===== config.mk =====
export PLATFORM = sky130hd
export DESIGN_NAME = tt_um_i2c_regf
export DESIGN_NICKNAME = d
export VERILOG_FILES = /design/src/hdl/i2c_regf_pkg.sv /design/src/hdl/i2c_bus_decode.sv /design/src/hdl/i2c_xfer_ctrl.sv /design/src/hdl/reg_file.sv /design/src/hdl/tt_um_i2c_regf.sv
export SDC_FILE = /design/constraint.sdc
export NUM_CORES = 1
export LEC_CHECK = 0
export BUFFER_PORTS_ARGS = -buffer_cell sky130_fd_sc_hd__buf_2
export CAP_MARGIN = 0
export CORE_ASPECT_RATIO = 1.2
export CORE_UTILIZATION = 58
export DETAILED_ROUTE_END_ITERATION = 8
export HOLD_SLACK_MARGIN = 0.02
export PLACE_DENSITY = 0.76
export SLEW_MARGIN = 30
export SYNTH_ARGS = -nofsm -noshare
export SYNTH_HDL_FRONTEND = slang
export SYNTH_HIERARCHICAL = 1
export SYNTH_SLANG_ARGS = --single-unit

===== constraint.sdc =====
create_clock -name clk -period 3.6 [get_ports clk]
set_input_delay 0 -clock clk [delete_from_list [all_inputs] [get_ports clk]]
set_output_delay 0 -clock clk [all_outputs]
set_load 0.01 [all_outputs]

===== src/hdl/i2c_regf_pkg.sv =====
// Shared types: byte and address vectors, bus event/response structs, register request, FSM states
package i2c_regf_pkg;

  // One I2C data byte, register value or pointer
  typedef logic [7:0] byte_t;

  // 7-bit I2C device address
  typedef logic [6:0] dev_addr_t;

  // Decoder to controller, all flags are single-cycle pulses
  typedef struct packed {
    logic  start;        // START or repeated START
    logic  stop;         // STOP
    logic  byte_done;    // Received byte complete, rx_byte valid
    logic  master_ack;   // Master wants another read byte
    logic  master_nack;  // Master ends the read
    byte_t rx_byte;      // Last byte shifted in
  } bus_evt_t;

  // Controller to decoder, sampled at SCL falling edges
  typedef struct packed {
    logic  ack_en;   // Pull SDA in the next acknowledge slot
    logic  tx_en;    // Next byte phase is a read byte
    byte_t tx_byte;  // Byte to shift out, MSB first
  } bus_resp_t;

  // Controller to register file, four-phase handshake
  typedef struct packed {
    logic  req;    // Request, held until ack seen
    logic  rw;     // 1 = write
    byte_t addr;   // Register index, low ADDR_WIDTH bits used
    byte_t wdata;  // Write data
  } regf_req_t;

  // Transaction controller states
  typedef enum logic [2:0] {
    IDLE,    // Bus free or not addressed
    ADDR,    // Expecting device address byte
    PTR,     // Expecting register pointer byte
    WDATA,   // Write data bytes
    RDATA,   // Read data bytes
    IGNORE   // Other device addressed
  } xfer_state_t;

endpackage


===== src/hdl/i2c_bus_decode.sv =====
// I2C bus decoder: SCL/SDA synchronizer, START/STOP detect, byte shifters and ACK slot handling
module i2c_bus_decode (
  input  logic                     clk,
  input  logic                     rst_n,
  input  logic                     scl,
  input  logic                     sda,
  input  i2c_regf_pkg::bus_resp_t  resp,
  output i2c_regf_pkg::bus_evt_t   evt,
  output logic                     sda_pull
);
  import i2c_regf_pkg::*;

  logic [1:0] scl_sync;  // Two-stage synchronizers
  logic [1:0] sda_sync;
  logic       scl_prev;  // Synchronized value one cycle earlier
  logic       sda_prev;
  logic       scl_s;
  logic       sda_s;

  logic       scl_rise;
  logic       scl_fall;
  logic       start_det;
  logic       stop_det;

  logic [3:0] bit_cnt;   // Rising edges seen in the current byte frame, 8 = ACK slot pending
  logic       ack_slot;  // Inside the ninth clock
  logic       tx_mode;   // Current byte is shifted out by the target

  logic       ack_enter; // Falling edge after the eighth bit
  logic       ack_exit;  // Falling edge after the ACK bit
  logic       tx_shift;  // Falling edge inside a read byte
  logic       rx_shift;  // Rising edge inside a byte

  logic       start_q;
  logic       stop_q;
  logic       done_q;
  logic       mack_q;
  logic       mnack_q;
  byte_t      rx_sh;
  byte_t      tx_sh;

  // Idle bus is high, so sync stages reset to 1
  always_ff @(posedge clk or negedge rst_n) begin
    if (!rst_n) begin
      scl_sync <= 2'b11;
      sda_sync <= 2'b11;
      scl_prev <= 1'b1;
      sda_prev <= 1'b1;
    end else begin
      scl_sync <= {scl_sync[0], scl};
      sda_sync <= {sda_sync[0], sda};
      scl_prev <= scl_sync[1];
      sda_prev <= sda_sync[1];
    end
  end

  assign scl_s = scl_sync[1];
  assign sda_s = sda_sync[1];

  assign scl_rise  = scl_s & ~scl_prev;
  assign scl_fall  = ~scl_s & scl_prev;
  assign start_det = scl_s & scl_prev & sda_prev & ~sda_s;  // SDA falls, SCL high
  assign stop_det  = scl_s & scl_prev & ~sda_prev & sda_s;  // SDA rises, SCL high

  assign rx_shift  = scl_rise & (bit_cnt < 4'd8);
  assign ack_enter = scl_fall & (bit_cnt == 4'd8);
  assign ack_exit  = scl_fall & (bit_cnt != 4'd8) & ack_slot;
  // First fall after START has bit_cnt 0 and is skipped
  assign tx_shift  = scl_fall & (bit_cnt != 4'd8) & ~ack_slot & tx_mode & (bit_cnt != 4'd0);

  always_ff @(posedge clk or negedge rst_n) begin
    if (!rst_n) begin
      bit_cnt  <= 4'd0;
      ack_slot <= 1'b0;
      tx_mode  <= 1'b0;
      sda_pull <= 1'b0;
      start_q  <= 1'b0;
      stop_q   <= 1'b0;
      done_q   <= 1'b0;
      mack_q   <= 1'b0;
      mnack_q  <= 1'b0;
    end else begin
      start_q <= start_det;
      stop_q  <= stop_det;
      done_q  <= 1'b0;
      mack_q  <= 1'b0;
      mnack_q <= 1'b0;
      if (start_det || stop_det) begin  // Frame restarts, release the bus
        bit_cnt  <= 4'd0;
        ack_slot <= 1'b0;
        tx_mode  <= 1'b0;
        sda_pull <= 1'b0;
      end else if (rx_shift) begin
        bit_cnt <= bit_cnt + 4'd1;
        done_q  <= (bit_cnt == 4'd7) & ~tx_mode;  // Eighth bit of a written byte
      end else if (scl_rise) begin  // ACK bit rising edge
        bit_cnt <= 4'd0;
        mack_q  <= tx_mode & ~sda_s;
        mnack_q <= tx_mode & sda_s;
      end else if (ack_enter) begin
        ack_slot <= 1'b1;
        sda_pull <= ~tx_mode & resp.ack_en;  // Release in read mode so the master can answer
      end else if (ack_exit) begin
        ack_slot <= 1'b0;
        tx_mode  <= resp.tx_en;
        sda_pull <= resp.tx_en & ~resp.tx_byte[7];  // MSB of a read byte
      end else if (tx_shift) begin
        sda_pull <= ~tx_sh[7];  // Only zero bits pull the line
      end else if (scl_fall) begin
        sda_pull <= 1'b0;
      end
    end
  end

  // Byte shift registers, payload only
  always_ff @(posedge clk) begin
    if (rx_shift) rx_sh <= {rx_sh[6:0], sda_s};
    if (ack_exit) begin
      tx_sh <= {resp.tx_byte[6:0], 1'b0};  // Bit 7 already on the line
    end else if (tx_shift) begin
      tx_sh <= {tx_sh[6:0], 1'b0};
    end
  end

  always_comb begin
    evt.start       = start_q;
    evt.stop        = stop_q;
    evt.byte_done   = done_q;
    evt.master_ack  = mack_q;
    evt.master_nack = mnack_q;
    evt.rx_byte     = rx_sh;  // Stable from byte_done to the next rising edge
  end

endmodule


===== src/hdl/i2c_xfer_ctrl.sv =====
// I2C transaction controller: address match, register pointer and four-phase register requests
module i2c_xfer_ctrl #(
  parameter i2c_regf_pkg::dev_addr_t DEVICE_ADDR = 7'h2A,
  parameter int                      ADDR_WIDTH  = 4
) (
  input  logic                     clk,
  input  logic                     rst_n,
  input  i2c_regf_pkg::bus_evt_t   evt,
  output i2c_regf_pkg::bus_resp_t  resp,
  output i2c_regf_pkg::regf_req_t  regf,
  input  logic                     ack,
  input  i2c_regf_pkg::byte_t      rdata
);
  import i2c_regf_pkg::*;

  xfer_state_t           state;
  logic [ADDR_WIDTH-1:0] ptr;         // Register pointer, wraps modulo 2^ADDR_WIDTH
  logic                  fetch_pend;  // Read fetch waiting for a free handshake
  logic                  addr_hit;    // Received address byte selects this target
  logic                  hs_idle;     // Both req and ack low, new request allowed

  assign addr_hit = (evt.rx_byte[7:1] == DEVICE_ADDR);
  assign hs_idle  = ~regf.req & ~ack;

  always_ff @(posedge clk or negedge rst_n) begin
    if (!rst_n) begin
      state      <= IDLE;
      ptr        <= '0;
      fetch_pend <= 1'b0;
      resp       <= '0;
      regf       <= '0;
    end else begin
      // Handshake side, completes a request or launches a pending fetch
      if (regf.req && ack) begin
        regf.req <= 1'b0;  // Phase 3, ack drops next cycle
        if (regf.rw) begin
          ptr <= ptr + 1'b1;  // Write landed
        end else begin
          resp.tx_byte <= rdata;  // Read data valid while ack high
        end
      end else if (fetch_pend && hs_idle) begin
        regf.req   <= 1'b1;
        regf.rw    <= 1'b0;
        regf.addr  <= byte_t'(ptr);
        fetch_pend <= 1'b0;
      end

      // Bus side
      if (evt.start) begin
        state       <= ADDR;
        resp.ack_en <= 1'b0;  // No ACK unless the address matches
        resp.tx_en  <= 1'b0;
        fetch_pend  <= 1'b0;
      end else if (evt.stop) begin
        state       <= IDLE;
        resp.ack_en <= 1'b0;
        resp.tx_en  <= 1'b0;
        fetch_pend  <= 1'b0;
      end else begin
        case (state)
          ADDR: begin
            if (evt.byte_done) begin
              if (!addr_hit) begin
                state <= IGNORE;  // Stay silent until START or STOP
              end else if (evt.rx_byte[0]) begin
                state       <= RDATA;
                resp.ack_en <= 1'b1;
                resp.tx_en  <= 1'b1;
                fetch_pend  <= 1'b1;  // First read byte fetched before the ACK slot ends
              end else begin
                state       <= PTR;
                resp.ack_en <= 1'b1;
              end
            end
          end
          PTR: begin
            if (evt.byte_done) begin
              ptr   <= evt.rx_byte[ADDR_WIDTH-1:0];  // Upper pointer bits dropped
              state <= WDATA;
            end
          end
          WDATA: begin
            if (evt.byte_done) begin  // Phase 1 of a write
              regf.req   <= 1'b1;
              regf.rw    <= 1'b1;
              regf.addr  <= byte_t'(ptr);
              regf.wdata <= evt.rx_byte;
            end
          end
          RDATA: begin
            if (evt.master_ack) begin
              ptr        <= ptr + 1'b1;
              fetch_pend <= 1'b1;  // Next byte from the new pointer
            end else if (evt.master_nack) begin
              ptr         <= ptr + 1'b1;  // Last byte still counts as transferred
              state       <= IDLE;
              resp.ack_en <= 1'b0;
              resp.tx_en  <= 1'b0;
            end
          end
          default: begin
            state <= state;  // IDLE and IGNORE wait for START or STOP
          end
        endcase
      end
    end
  end

endmodule


===== src/hdl/reg_file.sv =====
// Byte register file with four-phase request/acknowledge port and register 0 export
module reg_file #(
  parameter int ADDR_WIDTH = 4
) (
  input  logic                     clk,
  input  logic                     rst_n,
  input  i2c_regf_pkg::regf_req_t  regf,
  output logic                     ack,
  output i2c_regf_pkg::byte_t      rdata,
  output i2c_regf_pkg::byte_t      reg0
);
  import i2c_regf_pkg::*;

  localparam int NUM_REGS = 2 ** ADDR_WIDTH;

  byte_t                 regs [NUM_REGS];
  logic [ADDR_WIDTH-1:0] idx;     // Register index from the request
  logic                  accept;  // Phase 1 seen, ack about to rise

  assign idx    = regf.addr[ADDR_WIDTH-1:0];
  assign accept = regf.req & ~ack;

  // Registers and ack
  always_ff @(posedge clk or negedge rst_n) begin
    if (!rst_n) begin
      ack <= 1'b0;
      for (int i = 0; i < NUM_REGS; i++) begin
        regs[i] <= '0;
      end
    end else begin
      ack <= regf.req;  // Follows req with one cycle of delay
      if (accept && regf.rw) begin
        regs[idx] <= regf.wdata;  // Write on the edge where ack rises
      end
    end
  end

  // Read data captured once, held while ack is high
  always_ff @(posedge clk) begin
    if (accept) begin
      rdata <= regs[idx];
    end
  end

  assign reg0 = regs[0];  // Shown on the output pins

endmodule


===== src/hdl/tt_um_i2c_regf.sv =====
// TinyTapeout top level: pin map for the I2C target and register file
module tt_um_i2c_regf #(
  parameter i2c_regf_pkg::dev_addr_t DEVICE_ADDR = 7'h2A,
  parameter int                      ADDR_WIDTH  = 4
) (
  input  logic [7:0] ui_in,    // ui_in[0] is SCL
  output logic [7:0] uo_out,   // Register 0
  input  logic [7:0] uio_in,   // uio_in[0] is SDA
  output logic [7:0] uio_out,
  output logic [7:0] uio_oe,   // uio_oe[0] high pulls SDA low
  input  logic       ena,
  input  logic       clk,
  input  logic       rst_n
);
  import i2c_regf_pkg::*;

  bus_evt_t  evt;
  bus_resp_t resp;
  regf_req_t regf;
  logic      regf_ack;
  byte_t     regf_rdata;
  byte_t     reg0;
  logic      sda_pull;
  logic      unused_inputs;

  // Open drain, the output level is always low and the enable does the pulling
  assign uio_out       = 8'h00;
  assign uio_oe        = {7'h00, sda_pull};
  assign uo_out        = reg0;
  assign unused_inputs = &{1'b0, ena, ui_in[7:1], uio_in[7:1]};

  i2c_bus_decode u_i2c_bus_decode (
    .clk      (clk),
    .rst_n    (rst_n),
    .scl      (ui_in[0]),
    .sda      (uio_in[0]),
    .resp     (resp),
    .evt      (evt),
    .sda_pull (sda_pull)
  );

  i2c_xfer_ctrl #(
    .DEVICE_ADDR (DEVICE_ADDR),
    .ADDR_WIDTH  (ADDR_WIDTH)
  ) u_i2c_xfer_ctrl (
    .clk   (clk),
    .rst_n (rst_n),
    .evt   (evt),
    .resp  (resp),
    .regf  (regf),
    .ack   (regf_ack),
    .rdata (regf_rdata)
  );

  reg_file #(
    .ADDR_WIDTH (ADDR_WIDTH)
  ) u_reg_file (
    .clk   (clk),
    .rst_n (rst_n),
    .regf  (regf),
    .ack   (regf_ack),
    .rdata (regf_rdata),
    .reg0  (reg0)
  );

endmodule


==> impl_metrics.py <==
metrics = {
    "critical_path": {
        "critPathArrivalTime_ps": 2800,
        "r2r_setup_slack_ps": 1180,
        "critPathKind": "flop to flop",
        "worstPathRequired_ps": 3980,
        "crit_fanout": 12,
        "start_kind": "flop",
        "setup.worst_path.end_class": "flop",
        "r2r_cells": 3,
    },
    "die": {
        "coreArea_mm2": 0.01570,
        "rows": 50,
        "fp.dieW_um": 118.2,
        "io_pins": 43,
        "initial_core_util_pct": 59.86,
        "die_h_um": 141.5,
        "dieArea_mm2": 0.01672,
    },
    "cts": {
        "numClockSinks": 202,
        "clkTransAtPathRegs_ps": 60,
        "cts_tree": "built",
        "root_buffer": "clkbuf_16",
        "clock_latency_ps": 500,
        "numCtsBuffers": 21,
        "clockBufferDepth": 3,
        "h-tree-depth": 1,
    },
    "grt": {
        "grt_use_total_pct": 23.57,
        "grt_remaining_overflow": 0,
        "grt_max_degree": 107,
        "grt_pass1_vias": 5525,
        "grt_pass1_wl_mm": 30.59,
        "antenna_found_initial": 0,
    },
    "finish": {
        "drive_above_1_share_pct": 41.85,
        "register_area_mm2": 0.005181,
        "num_antenna_cells": 0,
        "multi_input_area_mm2": 0.003864,
        "syn_to_final_growth_pct": 7.840,
        "fill_cells": 1110,
        "fin_util_pct": 64.56,
        "fin_nets": 658,
    },
    "pwr": {
        "fin_total_pwr_w": 0.004531,
        "p_per_area_mw_per_mm2": 447.0,
        "power.leakage_nw": 4.681,
        "vdd.ir_drop.worst_v": 0.0003301,
    },
    "worst_hold_path": {
        "holdPathStages": 2,
        "hp-class": "primary input to flop",
    },
    "run_status": {
        "status": "completed",
    },
    "timing": {
        "fmax_ghz": 0.4129,
        "final.min_clock_period_ps": 2422,
        "period_share_pct": 67.27,
        "drv_slew": 0,
        "fin_skew_ps": 13.29,
        "tightest_slew_ps": 865.6,
        "rsz0062_at_grt": "false",
        "finalHoldViolations": 0,
        "relSlewSlack_pct": 41.86,
        "setup_viol": 0,
        "fin_setup_tns_ps": 0,
    },
    "routing": {
        "wl_per_cell_um": 21.83,
        "wl_met3_um": 626,
        "ant_nets": 0,
        "viasPerCell": 6.170,
        "met1_length_mm": 7.989,
        "highest_layer": "met4",
        "first_pass_iters": 5,
        "wl_met2_mm": 9.665,
        "vias": 5294,
        "drt_iter0_drc": 480,
        "drc": 0,
        "wirelength_mm": 18.73,
    },
    "placed_design": {
        "gp_congestion": 0.8267,
        "dp_hpwl_mm": 11.90,
        "io_buffers": 12,
    },
    "synth": {
        "syn_area_per_cell_um2": 14.67,
        "synth_area_mm2": 0.009400,
        "ys.warnings.count": 6,
        "syn_inst": 641,
    },
    "job": {
        "maxCapViolCount": 0,
    },
}
## worst max-delay path, cell delays in order (launching register included)
cell	delay, ps
dfrtp_1	600
nand4bb_1	470
nor4_4	800
mux2_2	420
## sequential cells by signal, indices dropped and copies added, names as in the netlist, 2 cells and up
register,cells
u_i2c_bus_decode/bit_cnt,4
u_i2c_bus_decode/rx_sh,8
u_i2c_bus_decode/scl_sync,2
u_i2c_bus_decode/sda_sync,2
u_i2c_bus_decode/tx_sh,7
u_i2c_xfer_ctrl/ptr,4
u_i2c_xfer_ctrl/regf,14
u_i2c_xfer_ctrl/resp,10
u_i2c_xfer_ctrl/state,3
u_reg_file/rdata,8
u_reg_file/reg0,8
u_reg_file/regs,120
## metal layers
layer | track usage (%) | vias to the layer above
met5 | 0 | -
met4 | 7.422 | 0
met3 | 3.457 | 26
met2 | 40.25 | 108
met1 | 31.40 | 2839
li1 | - | 2321
## cell type report
| type | instances | share of cell area (%) |
|---|---|---|
| inverter | 7 | 0.2592 |
| multi-input combinational | 385 | 38.11 |
| clock buffer | 32 | 6.085 |
| tap | 208 | 2.567 |
| sequential | 202 | 51.11 |
| clock inverter | 5 | 0.3456 |
| timing repair buffer | 19 | 1.518 |
## metrics by stage
| step | hold slack [ps] | instances | setup slack (ps) | cell area [µm²] |
|---|---|---|---|---|
| 2_1_floorplan | -295.6 | 655 | 1895 | 9453 |
| 3_3_place_gp | 107.2 | 817 | 1137 | 9427 |
| 3_5_place_dp | 109.2 | 817 | 1145 | 9427 |
| 4_1_cts | 164.0 | 857 | 1137 | 10110 |
| 5_1_grt | 185.2 | 858 | 1035 | 10140 |
| 6_report | 165.5 | 858 | 1178 | 10140 |
## placed cells by master (no fill, tap or decap), drive strengths merged, types with 7 or more instances in the layout
cell type and count:
buf 15, clkbuf 33, inv 8, conb 15, dfrtp 173, o21ai 12, mux4 32, nand3 16
nand2 29, nor2 20, edfxtp 23, a22oi 16, mux2 155, a21oi 7, nor3 10
## report_power, final
group          internal, W  switching, W
sequential         0.00234     0.0000379
combinational    0.0000424     0.0000841
clock              0.00118      0.000848
## repair_timing
| item | 4_1_cts | 5_1_grt |
|---|---|---|
| hold endpoints to repair | 101 | 0 |
| buffers inserted | 0 | 0 |
| hold buffers | 3 | 0 |
| resized for setup | 0 | 0 |
## worst paths after layout
path / from / endpoint
max in group asynchronous: rst_n / u_reg_file/regs[57]$_DFFE_PN0P_
setup reg to reg: u_i2c_xfer_ctrl/regf[17]$_DFF_PN0_ / u_reg_file/reg0[7]$_DFFE_PN0P_
hold reg to reg: u_i2c_bus_decode/sda_sync[0]$_DFF_PN1_ / u_i2c_bus_decode/sda_sync[1]$_DFF_PN1_
min in group asynchronous: rst_n / u_i2c_xfer_ctrl/ptr[0]$_DFF_PN0_
setup / recovery: u_i2c_xfer_ctrl/regf[17]$_DFF_PN0_ / u_reg_file/reg0[7]$_DFFE_PN0P_
hold / removal: ui_in[0] / u_i2c_bus_decode/scl_sync[0]$_DFF_PN1_
No activity file was read; power rests on OpenSTA's default activity.
